File: src/host_bridge_params.svh
/*
 * host bridge shared constants
 * bus word and frame index widths, status reply tag, scancode skip marker,
 * download address and data widths, address step, reserved upload code
 */
`ifndef HOST_BRIDGE_PARAMS_SVH
`define HOST_BRIDGE_PARAMS_SVH

// host bus
`define HB_IO_W             16
`define HB_IDX_W            4

// status register and change request
`define HB_STFLG_W          4
`define HB_STATUS_WORDS     4
`define HB_STFLG_TAG        4'hA

// keyboard frames
`define HB_SKIP_MARK        8'hFF

// download port
`define HB_ADDR_W           27
`define HB_DATA_W           8
`define HB_ADDR_STEP        1
`define HB_TX_UPLOAD_CODE   8'hAA

`endif

File: src/core_io_pkg.sv
/*
 * core-side types of the host bridge
 * config word, joystick, status, change counter, key event, ioctl fields
 */
`include "host_bridge_params.svh"

package core_io_pkg;

	// raw config word from the host
	typedef logic [`HB_IO_W-1:0] cfg_word_t;

	// two bus words each
	typedef logic [2*`HB_IO_W-1:0] joystick_t;

	typedef logic [`HB_STATUS_WORDS*`HB_IO_W-1:0] status_t;

	// status change counter
	typedef logic [`HB_STFLG_W-1:0] stflg_t;

	// toggle flips on every published event
	typedef struct packed {
		logic       toggle;
		logic       pressed;
		logic       extended;
		logic [7:0] code;
	} key_event_t;

	// download port
	typedef logic [`HB_ADDR_W-1:0] ioctl_addr_t;
	typedef logic [`HB_DATA_W-1:0] ioctl_data_t;
	typedef logic [`HB_IO_W-1:0]   ioctl_index_t;

endpackage

File: src/host_cmd_pkg.sv
/*
 * bus-side types of the host bridge
 * bus word, word index within a frame, control and file command codes
 */
`include "host_bridge_params.svh"

package host_cmd_pkg;

	// one strobed word on the host bus
	typedef logic [`HB_IO_W-1:0] io_word_t;

	// position of a word in a frame, saturates at all ones
	typedef logic [`HB_IDX_W-1:0] word_idx_t;

	////////////////////////////////////////////////////////////////////////
	// control channel commands, word 0 while io_enable is high
	////////////////////////////////////////////////////////////////////////
	typedef enum logic [`HB_IO_W-1:0] {
		CMD_CFG        = 16'h0001,
		CMD_JOY0       = 16'h0002,
		CMD_JOY1       = 16'h0003,
		CMD_PS2_KEY    = 16'h0005,
		CMD_STATUS     = 16'h001E,
		CMD_STATUS_REQ = 16'h0029
	} host_cmd_e;

	////////////////////////////////////////////////////////////////////////
	// file channel commands, word 0 while fp_enable is high
	////////////////////////////////////////////////////////////////////////
	typedef enum logic [`HB_IO_W-1:0] {
		FIO_FILE_TX     = 16'h0053,
		FIO_FILE_TX_DAT = 16'h0054,
		FIO_FILE_INDEX  = 16'h0055
	} fio_cmd_e;

endpackage

File: src/file_loader.sv
/*
 * file channel framing and download port
 * file index, download start and stop, start address, data stream
 * with a write strobe two clocks after the data strobe
 */
`timescale 1ns/1ps
`include "host_bridge_params.svh"

module file_loader (
	input  logic                        clk_sys,
	input  logic                        rst_n,
	input  logic                        io_strobe,
	input  logic                        fp_enable,
	input  host_cmd_pkg::io_word_t      io_din,
	output logic                        ioctl_download,
	output logic                        ioctl_wr,
	output core_io_pkg::ioctl_index_t   ioctl_index,
	output core_io_pkg::ioctl_addr_t    ioctl_addr,
	output core_io_pkg::ioctl_data_t    ioctl_dout,
	output host_cmd_pkg::io_word_t      fp_dout
);
	import host_cmd_pkg::*;
	import core_io_pkg::*;

	word_idx_t   word_cnt;
	io_word_t    fcmd;
	ioctl_addr_t addr;
	logic        wr_pend;
	logic        fp_strobe;
	logic        arg_strobe;
	logic        tx_start;
	logic        dat_strobe;
	logic [7:0]  start_code;

	// no upload path, the host always reads zero here
	assign fp_dout = '0;

	assign fp_strobe  = fp_enable & io_strobe;
	assign arg_strobe = fp_strobe & (word_cnt != '0);
	assign start_code = io_din[7:0];
	assign tx_start   = arg_strobe & (fcmd == FIO_FILE_TX) & (word_cnt == 1);
	assign dat_strobe = arg_strobe & (fcmd == FIO_FILE_TX_DAT) & ioctl_download;

	//////////////////////////////////////////////////////////////////////
	// framing and download state
	//////////////////////////////////////////////////////////////////////
	always_ff @(posedge clk_sys or negedge rst_n) begin
		if (!rst_n) begin
			word_cnt       <= '0;
			fcmd           <= '0;
			ioctl_download <= 1'b0;
			wr_pend        <= 1'b0;
			ioctl_wr       <= 1'b0;
		end else begin
			wr_pend  <= dat_strobe;
			ioctl_wr <= wr_pend;

			if (!fp_enable) begin
				word_cnt <= '0;
				fcmd     <= '0;
			end else if (io_strobe) begin
				if (word_cnt == '0) begin
					fcmd <= io_din;
				end
				if (~&word_cnt) begin
					word_cnt <= word_cnt + 1'b1;
				end
			end

			// upload code is reserved, nothing happens for it
			if (tx_start) begin
				if (start_code == '0) begin
					ioctl_download <= 1'b0;
				end else if (start_code != `HB_TX_UPLOAD_CODE) begin
					ioctl_download <= 1'b1;
				end
			end
		end
	end

	//////////////////////////////////////////////////////////////////////
	// index, address and data
	//////////////////////////////////////////////////////////////////////
	always_ff @(posedge clk_sys) begin
		if (arg_strobe) begin
			case (fcmd)
				FIO_FILE_INDEX: begin
					ioctl_index <= io_din;
				end
				FIO_FILE_TX: begin
					case (word_cnt)
						1: begin
							if (start_code == '0) begin
								// leave the final address visible after the stop
								if (ioctl_download) begin
									ioctl_addr <= addr;
								end
							end else if (start_code != `HB_TX_UPLOAD_CODE) begin
								addr <= '0;
							end
						end
						2: begin
							ioctl_addr[`HB_IO_W-1:0] <= io_din;
							addr[`HB_IO_W-1:0]       <= io_din;
						end
						3: begin
							ioctl_addr[`HB_ADDR_W-1:`HB_IO_W] <= io_din[`HB_ADDR_W-`HB_IO_W-1:0];
							addr[`HB_ADDR_W-1:`HB_IO_W]       <= io_din[`HB_ADDR_W-`HB_IO_W-1:0];
						end
						default: ;
					endcase
				end
				FIO_FILE_TX_DAT: begin
					if (ioctl_download) begin
						ioctl_addr <= addr;
						ioctl_dout <= io_din[`HB_DATA_W-1:0];
						addr       <= addr + ioctl_addr_t'(`HB_ADDR_STEP);
					end
				end
				default: ;
			endcase
		end
	end

endmodule

File: src/host_bridge.sv
/*
 * host to core command bridge, top level
 * control framing, register block, keyboard decoder, file loader,
 * readback select between the two channels
 */
`timescale 1ns/1ps

module host_bridge (
	input  logic                        clk_sys,
	input  logic                        rst_n,

	// host bus
	input  logic                        io_strobe,
	input  logic                        io_enable,
	input  logic                        fp_enable,
	input  host_cmd_pkg::io_word_t      io_din,
	output host_cmd_pkg::io_word_t      io_dout,

	// core registers and events
	output logic [1:0]                  buttons,
	output logic                        forced_scandoubler,
	output logic                        direct_video,
	output core_io_pkg::joystick_t      joystick_0,
	output core_io_pkg::joystick_t      joystick_1,
	output core_io_pkg::status_t        status,
	input  core_io_pkg::status_t        status_in,
	input  logic                        status_set,
	output core_io_pkg::key_event_t     ps2_key,

	// download port
	output logic                        ioctl_download,
	output core_io_pkg::ioctl_index_t   ioctl_index,
	output logic                        ioctl_wr,
	output core_io_pkg::ioctl_addr_t    ioctl_addr,
	output core_io_pkg::ioctl_data_t    ioctl_dout
);
	import host_cmd_pkg::*;

	logic      cmd_valid;
	logic      arg_valid;
	logic      frame_end;
	io_word_t  cmd;
	word_idx_t arg_idx;
	io_word_t  ctl_dout;
	io_word_t  fp_dout;

	host_cmd_frame u_frame (
		.clk_sys   (clk_sys),
		.rst_n     (rst_n),
		.io_strobe (io_strobe),
		.io_enable (io_enable),
		.io_din    (io_din),
		.cmd_valid (cmd_valid),
		.arg_valid (arg_valid),
		.frame_end (frame_end),
		.cmd       (cmd),
		.arg_idx   (arg_idx)
	);

	host_cfg_regs u_regs (
		.clk_sys            (clk_sys),
		.rst_n              (rst_n),
		.cmd_valid          (cmd_valid),
		.arg_valid          (arg_valid),
		.io_enable          (io_enable),
		.status_set         (status_set),
		.cmd                (cmd),
		.io_din             (io_din),
		.arg_idx            (arg_idx),
		.status_in          (status_in),
		.buttons            (buttons),
		.forced_scandoubler (forced_scandoubler),
		.direct_video       (direct_video),
		.joystick_0         (joystick_0),
		.joystick_1         (joystick_1),
		.status             (status),
		.ctl_dout           (ctl_dout)
	);

	ps2_key_decoder u_kbd (
		.clk_sys   (clk_sys),
		.rst_n     (rst_n),
		.cmd_valid (cmd_valid),
		.arg_valid (arg_valid),
		.frame_end (frame_end),
		.cmd       (cmd),
		.io_din    (io_din),
		.ps2_key   (ps2_key)
	);

	file_loader u_loader (
		.clk_sys        (clk_sys),
		.rst_n          (rst_n),
		.io_strobe      (io_strobe),
		.fp_enable      (fp_enable),
		.io_din         (io_din),
		.ioctl_download (ioctl_download),
		.ioctl_wr       (ioctl_wr),
		.ioctl_index    (ioctl_index),
		.ioctl_addr     (ioctl_addr),
		.ioctl_dout     (ioctl_dout),
		.fp_dout        (fp_dout)
	);

	// file channel owns the bus while fp_enable is high
	assign io_dout = fp_enable ? fp_dout : ctl_dout;

endmodule

File: src/host_cfg_regs.sv
/*
 * control channel register block
 * config word, two joysticks, 64-bit status, status change request
 * with counter and snapshot, registered control reply word
 */
`timescale 1ns/1ps
`include "host_bridge_params.svh"

module host_cfg_regs (
	input  logic                    clk_sys,
	input  logic                    rst_n,
	input  logic                    cmd_valid,
	input  logic                    arg_valid,
	input  logic                    io_enable,
	input  logic                    status_set,
	input  host_cmd_pkg::io_word_t  cmd,
	input  host_cmd_pkg::io_word_t  io_din,
	input  host_cmd_pkg::word_idx_t arg_idx,
	input  core_io_pkg::status_t    status_in,
	output logic [1:0]              buttons,
	output logic                    forced_scandoubler,
	output logic                    direct_video,
	output core_io_pkg::joystick_t  joystick_0,
	output core_io_pkg::joystick_t  joystick_1,
	output core_io_pkg::status_t    status,
	output host_cmd_pkg::io_word_t  ctl_dout
);
	import host_cmd_pkg::*;
	import core_io_pkg::*;

	// zero bits between tag and counter in the request reply
	localparam int REPLY_PAD = `HB_IO_W - 4 - `HB_STFLG_W;

	cfg_word_t cfg;
	stflg_t    stflg;
	status_t   status_req;
	logic      status_set_d;
	logic      status_rise;
	word_idx_t part_sel;
	logic      part_ok;
	io_word_t  status_reply;

	// the remaining config bits are handled outside the core
	assign buttons            = cfg[1:0];
	assign forced_scandoubler = cfg[4];
	assign direct_video       = cfg[10];

	assign status_rise  = status_set & ~status_set_d;
	assign status_reply = {`HB_STFLG_TAG, {REPLY_PAD{1'b0}}, stflg};

	// arguments 1..4 map to 16-bit parts, lowest first
	assign part_sel = arg_idx - 1'b1;
	assign part_ok  = (arg_idx <= `HB_STATUS_WORDS);

	//////////////////////////////////////////////////////////////////////
	// host written registers
	//////////////////////////////////////////////////////////////////////
	always_ff @(posedge clk_sys or negedge rst_n) begin
		if (!rst_n) begin
			cfg        <= '0;
			joystick_0 <= '0;
			joystick_1 <= '0;
			status     <= '0;
		end else if (arg_valid) begin
			case (cmd)
				CMD_CFG: begin
					cfg <= io_din;
				end
				CMD_JOY0: begin
					if (arg_idx == 1) begin
						joystick_0[`HB_IO_W-1:0] <= io_din;
					end else if (arg_idx == 2) begin
						joystick_0[2*`HB_IO_W-1:`HB_IO_W] <= io_din;
					end
				end
				CMD_JOY1: begin
					if (arg_idx == 1) begin
						joystick_1[`HB_IO_W-1:0] <= io_din;
					end else if (arg_idx == 2) begin
						joystick_1[2*`HB_IO_W-1:`HB_IO_W] <= io_din;
					end
				end
				CMD_STATUS: begin
					if (part_ok) begin
						status[part_sel*`HB_IO_W +: `HB_IO_W] <= io_din;
					end
				end
				default: ;
			endcase
		end
	end

	//////////////////////////////////////////////////////////////////////
	// core status change request
	//////////////////////////////////////////////////////////////////////
	always_ff @(posedge clk_sys or negedge rst_n) begin
		if (!rst_n) begin
			status_set_d <= 1'b0;
			stflg        <= '0;
		end else begin
			status_set_d <= status_set;
			if (status_rise) begin
				stflg <= stflg + 1'b1;
			end
		end
	end

	// snapshot of status_in taken with each counted edge
	always_ff @(posedge clk_sys) begin
		if (status_rise) begin
			status_req <= status_in;
		end
	end

	//////////////////////////////////////////////////////////////////////
	// reply word, answers the strobe one clock later
	//////////////////////////////////////////////////////////////////////
	always_ff @(posedge clk_sys or negedge rst_n) begin
		if (!rst_n) begin
			ctl_dout <= '0;
		end else if (!io_enable) begin
			ctl_dout <= '0;
		end else if (cmd_valid) begin
			// command word is still on io_din here
			ctl_dout <= (io_din == CMD_STATUS_REQ) ? status_reply : '0;
		end else if (arg_valid) begin
			if (cmd == CMD_STATUS_REQ && part_ok) begin
				ctl_dout <= status_req[part_sel*`HB_IO_W +: `HB_IO_W];
			end else begin
				ctl_dout <= '0;
			end
		end
	end

endmodule

File: src/host_cmd_frame.sv
/*
 * control channel framing
 * command strobe, argument strobe with index, end of frame pulse
 */
`timescale 1ns/1ps

module host_cmd_frame (
	input  logic                    clk_sys,
	input  logic                    rst_n,
	input  logic                    io_strobe,
	input  logic                    io_enable,
	input  host_cmd_pkg::io_word_t  io_din,
	output logic                    cmd_valid,
	output logic                    arg_valid,
	output logic                    frame_end,
	output host_cmd_pkg::io_word_t  cmd,
	output host_cmd_pkg::word_idx_t arg_idx
);
	import host_cmd_pkg::*;

	// words seen so far in this frame
	word_idx_t word_cnt;
	logic      word_strobe;

	assign word_strobe = io_enable & io_strobe;

	// on cmd_valid the command itself is on io_din, cmd follows a clock later
	assign cmd_valid = word_strobe & (word_cnt == '0);
	assign arg_valid = word_strobe & (word_cnt != '0);
	assign arg_idx   = word_cnt;

	// word_cnt is cleared at the end of this cycle, so the pulse is one cycle
	assign frame_end = ~io_enable & (word_cnt != '0);

	always_ff @(posedge clk_sys or negedge rst_n) begin
		if (!rst_n) begin
			word_cnt <= '0;
			cmd      <= '0;
		end else if (!io_enable) begin
			// idle channel
			word_cnt <= '0;
			cmd      <= '0;
		end else if (io_strobe) begin
			if (word_cnt == '0) begin
				cmd <= io_din;
			end
			// saturate, long frames keep index 15
			if (~&word_cnt) begin
				word_cnt <= word_cnt + 1'b1;
			end
		end
	end

endmodule

File: src/ps2_key_decoder.sv
/*
 * keyboard scancode frame decoder
 * scancode history, skip marking, key event with print-screen and pause cases
 */
`timescale 1ns/1ps
`include "host_bridge_params.svh"

module ps2_key_decoder (
	input  logic                    clk_sys,
	input  logic                    rst_n,
	input  logic                    cmd_valid,
	input  logic                    arg_valid,
	input  logic                    frame_end,
	input  host_cmd_pkg::io_word_t  cmd,
	input  host_cmd_pkg::io_word_t  io_din,
	output core_io_pkg::key_event_t ps2_key
);
	import host_cmd_pkg::*;
	import core_io_pkg::*;

	localparam logic [7:0] RELEASE_MARK = 8'hF0;
	localparam logic [7:0] EXT_MARK     = 8'hE0;

	logic [31:0] key_raw;
	logic        skip;
	logic        skip_word;
	logic        key_arg;
	logic        pressed;
	logic        extended;
	key_event_t  key_next;

	assign key_arg   = arg_valid & (cmd == CMD_PS2_KEY);
	assign skip_word = (io_din[15:8] == `HB_SKIP_MARK);

	// newest byte sits in key_raw[7:0]
	assign pressed  = (key_raw[15:8] != RELEASE_MARK);
	assign extended = pressed ? (key_raw[15:8] == EXT_MARK) : (key_raw[23:16] == EXT_MARK);

	always_comb begin
		key_next.toggle   = ~ps2_key.toggle;
		key_next.pressed  = pressed;
		key_next.extended = extended;
		key_next.code     = key_raw[7:0];
		// multi byte keys reported as single events
		case (key_raw)
			32'hE012E07C: {key_next.pressed, key_next.extended, key_next.code} = 10'h37C;
			32'h7CE0F012: {key_next.pressed, key_next.extended, key_next.code} = 10'h17C;
			32'hF014F077: {key_next.pressed, key_next.extended, key_next.code} = 10'h377;
			default: ;
		endcase
	end

	// scancode history, cleared when a keyboard frame starts
	always_ff @(posedge clk_sys) begin
		if (cmd_valid && io_din == CMD_PS2_KEY) begin
			key_raw <= '0;
		end else if (key_arg && !skip_word && !skip) begin
			key_raw <= {key_raw[23:0], io_din[7:0]};
		end
	end

	always_ff @(posedge clk_sys or negedge rst_n) begin
		if (!rst_n) begin
			skip    <= 1'b0;
			ps2_key <= '0;
		end else begin
			if (cmd_valid) begin
				skip <= 1'b0;
			end else if (key_arg && skip_word) begin
				skip <= 1'b1;
			end

			// publish once the host drops io_enable
			if (frame_end && cmd == CMD_PS2_KEY && !skip) begin
				ps2_key <= key_next;
			end
		end
	end

endmodule

File: config.mk
export PLATFORM = sky130hd
export DESIGN_NAME = host_bridge
export DESIGN_NICKNAME = d
export VERILOG_FILES = /design/src/core_io_pkg.sv /design/src/host_cmd_pkg.sv /design/src/file_loader.sv /design/src/host_bridge.sv /design/src/host_cfg_regs.sv /design/src/host_cmd_frame.sv /design/src/ps2_key_decoder.sv
export VERILOG_INCLUDE_DIRS = /design/src
export SDC_FILE = /design/constraint.sdc
export NUM_CORES = 1
export LEC_CHECK = 0
export BUFFER_PORTS_ARGS = -buffer_cell sky130_fd_sc_hd__buf_2
export CAP_MARGIN = 20
export CORE_MARGIN = 4
export CORE_UTILIZATION = 40
export CTS_CLUSTER_SIZE = 24
export DETAILED_ROUTE_END_ITERATION = 7
export SLEW_MARGIN = 30
export SYNTH_ARGS = -nofsm -noshare
export SYNTH_HDL_FRONTEND = slang
export SYNTH_SLANG_ARGS = --single-unit
File: constraint.sdc
create_clock -name clk_sys -period 5.2 [get_ports clk_sys]
set_clock_uncertainty 0.05 [all_clocks]
set_input_delay 1.04 -clock clk_sys [delete_from_list [all_inputs] [get_ports clk_sys]]
set_output_delay 1.04 -clock clk_sys [all_outputs]
set_load 0.01 [all_outputs]
After elaboration in Yosys (flattened, before gate mapping)
Index checks and enable logic that the tools add are counted.
{ "word_totals": {"regBits": 389, "out_inout_bits": 212} }
{ "classes": {"n_addsub": 6, "order_cmp": 1, "n_eq_ne": 37, "n_shift": 3, "muxes": 36, "n_bitwise": 16, "reduce_logical": 36} }
{ "op_table": {"columns": ["op", "count"], "rows": [
  ["$mux W16", 12],
  ["$mux W27", 5],
  ["$pmux W27 S2", 2],
  ["$bwmux W64", 1],
  ["$eq A32 B32 Y1 const B", 2],
  ["$pmux W16 S2", 2],
  ["$shift A16 B34 Y64 const A", 1],
  ["$shiftx A16 B34 Y64", 1],
  ["$shiftx A64 B9 Y16", 1],
  ["$eq A16 B7 Y1 const B", 3],
  ["$pmux W11 S2", 2],
  ["$neg A8 Y34", 1],
  ["$eq A16 B2 Y1 const B", 2],
  ["$eq A16 B3 Y1 const B", 2],
  ["$eq A16 B6 Y1 const B", 2],
  ["$eq A32 B31 Y1 const B", 1],
  ["$pmux W10 S3", 1],
  ["$add A27 B1 Y27 const B", 1],
  ["$eq A8 B8 Y1 const B", 3],
  ["$mux W4", 6],
  ["$reduce_and A4 Y1", 6],
  ["$eq A16 B1 Y1 const B", 1],
  ["$eq A16 B5 Y1 const B", 1],
  ["$ne A8 B8 Y1 const B", 2],
  ["21 further kinds", 74]
]} }

Longest topological paths before layout
{ "depth": {"depth_word": 6, "mapped_depth": 14} }

Cells and area by module
A second synthesis with hierarchy kept.
{ "unflattened": {"hier_cells": 1249, "hier_area_um2": 16609.7} }
{ "by_module_without_submodules": {"columns": ["mod", "instances", "cells_per_inst", "area_per_inst_um2", "seq_area_each_um2"], "rows": [
  ["host_cfg_regs", 1, 548, 8675.8, 5750.5],
  ["file_loader", 1, 439, 4908.5, 2917.8],
  ["ps2_key_decoder", 1, 178, 1916.8, 940.9],
  ["host_cmd_frame", 1, 66, 859.6, 500.5],
  ["host_bridge", 1, 18, 249.0, 0.0]
]} }

Least setup slack after synthesis
OpenSTA, ideal clock, no wires.
{ "synth_path": {"path_type": "input port to flip-flop", "from": "input port status_set", "to": "register u_regs.stflg[3]", "setup_ns": 0.128, "t_arrival_ns": 3.501, "required_time_ns": 5.022, "setup_slack_ns": 1.521, "cell_stages": 4, "n_path_buf": 1, "path_cell_list": "nor2b_1 > clkbuf_1 > nand4_1 > xnor2_1"} }
{ "synth_via": {"elab_chain_len": 1} }
{ "synth_rtl": {"columns": ["item", "line", "rtl"], "rows": [
  ["start: declaration", "host_bridge.sv:27", "input logic status_set,"],
  ["$and A1 B1 Y1", "host_cfg_regs.sv:48", "assign status_rise = status_set & ~status_set_d;"],
  ["net u_regs.status_rise", "host_cfg_regs.sv:38", "logic status_rise;"],
  ["end signal: assignment", "host_cfg_regs.sv:103", "stflg <= stflg + 1'b1;"],
  ["end: declaration", "host_cfg_regs.sv:35", "stflg_t stflg;"]
]} }
The timed path passes the listed nets, and every way through them passes these cells.
A chain may end at the register's enable or synchronous reset.

Final worst setup path
{ "layout_path": {"from": "register u_frame.word_cnt[1] (netlist: u_frame.arg_idx[1])", "to": "register u_regs.status[30]"} }
{ "layout_via": {"elab_chain_len": 4} }
{ "layout_rtl": {"columns": ["item", "line", "rtl"], "rows": [
  ["start: declaration", "host_cmd_frame.sv:22", "word_idx_t word_cnt;"],
  ["start signal: assignment", "host_cmd_frame.sv:49", "word_cnt <= word_cnt + 1'b1;"],
  ["$sub A4 B1 Y4", "host_cfg_regs.sv:52", "assign part_sel = arg_idx - 1'b1;"],
  ["$neg A8 Y34", "host_cfg_regs.sv:85", "status[part_sel*`HB_IO_W +: `HB_IO_W] <= io_din;"],
  ["$shiftx A16 B34 Y64 / $shift A16 B34 Y64 (equally long branches)", "host_cfg_regs.sv:85", null],
  ["$bwmux W64", "host_cfg_regs.sv:85", null],
  ["end signal: indexed assignment", "host_cfg_regs.sv:85", null],
  ["end: declaration", "host_cfg_regs.sv:25", "output core_io_pkg::status_t status,"]
]} }
Several ways; a longest one is shown, not always the timed one.

==> metrics.md <==
| Metric | Value |
|---|---|
| Critical path type | `reg2reg` |
| Chip width | `208 um` |
| Clock tree buffer depth | `3` |
| Status | `finished clean` |
| TritonCTS Buffers | `42` |
| RR Startpoint | `u_frame.arg_idx[1]` |
| Critical path startpoint | `u_frame.arg_idx[1]` |
| Worst-path maximum fanout | `19` |
| Worst setup path endpoint | `u_regs.status[30]` |
| Mapped Avg Cell Area | `12.6 sq um` |
| Largest delay share family, worst path | `simple AND/OR/NAND/NOR gates` |
| 1st-pass router iterations | `6` |
| Worst R2R End | `u_regs.status[30]` |
| Post-Syn Nets | `1,371` |
| H-tree Lvls | `2` |
| Power consumption | `6.74 mW` |
| Total gr overflow | `0` |
| Buffers & Inverters on Critical Path | `2` |
| Total Die Area | `0.0434 sq mm` |
| Initial drt markers | `665` |
| Hold depth | `0` |
| Startpoint types | `flip-flop` |
| # resized after CTS | `0` |
| Unique cell type count in the Yosys netlist | `68` |
| Share of layout cells above drive strength 1 | `32.4%` |
| EDFF count, synth | `142` |
| Initial Util | `40.4%` |
| Largest net degree at the start of global routing | `92` |
| Worst Reg2Reg Path Length in Cells | `11` |
| #FFs+latches synth | `382` |
| Final setup violation count | `0` |
| Worst Path Required | `5.59 ns` |
| Clock latency on the worst-skew pair | `0.57 ns` |
| Worst path slowest cell | `ha_1` |
| # hold bufs at CTS | `0` |
| Area of the core | `0.0397 sq mm` |
| Fin crit period | `3.83 ns` |
| Global placer's final weighted congestion | `0.841` |
| Fmax | `261 MHz` |
| Avg Vias per Cell | `5.36` |
| Critical Path AT | `4.22 ns` |
| Power Density | `344 mW/mm^2` |
| Post-route antenna net violation count | `0` |
| Max Cap Viol | `0` |
| Ys flop type | `dfrtp_1` |
| Post-Syn Instances | `1,274` |
| RSZ-0062 raised after global routing | `no` |
| P&R area growth vs syn | `22.0%` |
| IO buf count | `297` |
| Element type at the critical path end | `flip-flop` |
| Num rows | `73` |
| Final instance area | `0.0196 sq mm` |
| P_leak | `8.62 nW` |
| Ys Warns | `0` |
| CTS clk-pin slew, worst paths | `0.06 ns` |
| FFs w/ async S/R, synth | `54.5%` |
| TritonCTS clock tree | `yes` |
| Final slew viol count | `0` |
| Wire per inst | `21.6 um` |
| Antenna violations before repair | `1` |
| Vias in the first global route | `11,449` |
| Die height | `208 um` |
| Synthesized area | `0.0161 sq mm` |
| Critical path's most frequent cell | `ha_1` |
| Slew @ Worst Pin | `1.00 ns` |
| Global-route wire length before repair | `70,700 um` |
| Slew HR | `33.0%` |
| CTS sink cnt | `382` |
| DRC viols | `0` |
| Final worst-path cycle share | `73.6%` |
| Net count, final | `1,659` |
| Placed standard-cell area | `0.0182 sq mm` |
| Post-route setup TNS | `0 ns` |
| GRT Overall Usage | `20.8%` |
| CP Depth | `11` |
| Post-CTS setup buffers | `0` |
| Critical-path cell list | `inv_1, ha_1, nor2b_1, or3_1, ha_1, and3b_1, buf_4, and2_0, nand4_1, nand2_1, o21ai_0` |
| Vias | `11,379` |
| Drt total wl | `45,900 um` |
| Max IR drop VDD | `313 uV` |
| # fillers | `3,568` |
| Post-DP HPWL | `31,300 um` |
| R2R Setup Slk | `1.37 ns` |
| CP peak stage delay | `0.69 ns` |
| Seq/Total Area, Yosys | `62.9%` |
| I/O pin cnt | `298` |
| Final Hold Viols | `0` |
| Clock root buffer | `clkbuf_16` |
| Hold crit path type | `reg2reg` |
per-stage QoR:
step / setup WS (ns) / util (%) / cells / hold WS, ns
2_1_floorplan: 1.52 / - / 1274 / 0.281
3_3_place_gp: 1.41 / 45.6 / 2039 / 0.284
3_5_place_dp: 1.23 / 45.8 / 2042 / 0.290
4_1_cts: 1.43 / 49.3 / 2120 / 0.312
5_1_grt: 1.05 / 49.3 / 2121 / 0.315
6_report: 1.37 / 49.3 / 2122 / 0.308
cell families after synthesis:
kind of cell	Yosys count	synth area share, %
AOI/OAI and AO/OA	221	8.32
muxes	147	11.2
adders and majority gates	11	0.857
DFF	382	62.9
and+or+nand+nor	386	12.4
xor gates and xnor gates	34	1.94
buffers and inverters	93	2.34
worst register-to-register path: cells and delay by family, from the launching register on:
kind	cells	cell delay [ns]
compound gates	1	0.10
flops	1	0.46
buf+inv	2	0.34
simple gates	6	1.77
fa+ha+maj	2	0.99
metal layers:
metal / share of wire [%] / vias to the layer above / GRT usage (%) / routed length (um)
li1: - / 5240 / - / -
met2: 50 / 358 / 35.2 / 22900
met5: 0.026 / - / 0 / 12
met1: 41 / 5692 / 27.1 / 19000
met4: 2.8 / 2 / 6.18 / 1300
met3: 5.7 / 87 / 4.69 / 2640
cell usage after synthesis, types with 18 or more instances:
library cell	number	area, sq um
clkbuf_1	61	229
dfrtp_1	208	5200
a22o_1	24	210
edfxtp_1	142	4260
mux2i_1	28	280
a21oi_1	37	185
nor2_1	27	101
dfxtp_1	32	641
nor4_1	18	113
nand4_1	22	138
xnor2_1	23	201
o21ai_0	120	601
nand2_1	193	724
nor2b_1	22	138
nand3_1	19	95.1
mux2_2	93	1050
nor3_1	18	90.1
how the worst min path moves through the flow:
| stage | to | slack (ns) | from |
|---|---|---|---|
| after floorplan | u_loader.ioctl_wr | 0.28 | u_loader.wr_pend |
| after global placement | u_loader.ioctl_wr | 0.28 | u_loader.wr_pend |
| after detailed placement | u_loader.ioctl_wr | 0.29 | u_loader.wr_pend |
| after CTS | u_loader.ioctl_wr | 0.31 | u_loader.wr_pend |
| after global routing | u_loader.ioctl_wr | 0.31 | u_loader.wr_pend |
| final | u_loader.ioctl_wr | 0.31 | u_loader.wr_pend |
flip-flops by register name, indices dropped and copies added, names as in the netlist, 27 cells and up:
register	cells
u_loader.ioctl_addr	27
u_regs.status	64
u_loader.addr	27
u_regs.status_req	64
u_kbd.key_raw	32
u_regs.joystick_1	32
u_regs.joystick_0	32
cell type report:
| cell class | instances | area, sq um | share of cell area, % |
|---|---|---|---|
| tap | 525 | 657 | 3.35 |
| clock buffer | 61 | 1170 | 5.98 |
| inverter | 13 | 48.8 | 0.249 |
| clock inverter | 17 | 208 | 1.06 |
| antenna | 1 | 2.50 | 0.0128 |
| sequential | 382 | 10100 | 51.6 |
| timing repair buffer | 324 | 1750 | 8.95 |
| multi-input combinational | 799 | 5650 | 28.8 |
power by group:
part | internal, mW | total [mW] | switching, mW
sequential | 3.21 | 3.26 | 0.0522
combinational | 0.176 | 0.485 | 0.310
clock | 1.77 | 2.99 | 1.22
total | 5.16 | 6.74 | 1.58
cell usage in the layout, fill, tap and decap left out, drive strengths merged, types with 6 or more instances in the layout:
cell / count
buf: 323
and2: 6
and4: 7
nor3: 20
edfxtp: 142
mux2: 103
or3: 7
nor4: 19
nor2: 27
o22a: 6
xor2: 10
nand3: 19
ha: 11
nor2b: 22
dfxtp: 32
inv: 15
xnor2: 23
nand2: 193
clkinv: 9
clkbuf: 62
or4: 6
nand4: 22
a21oi: 37
o21ai: 120
mux4: 16
dfrtp: 208
a22o: 24
mux2i: 28
a32o: 10
(Power assumes the default switching activity.)
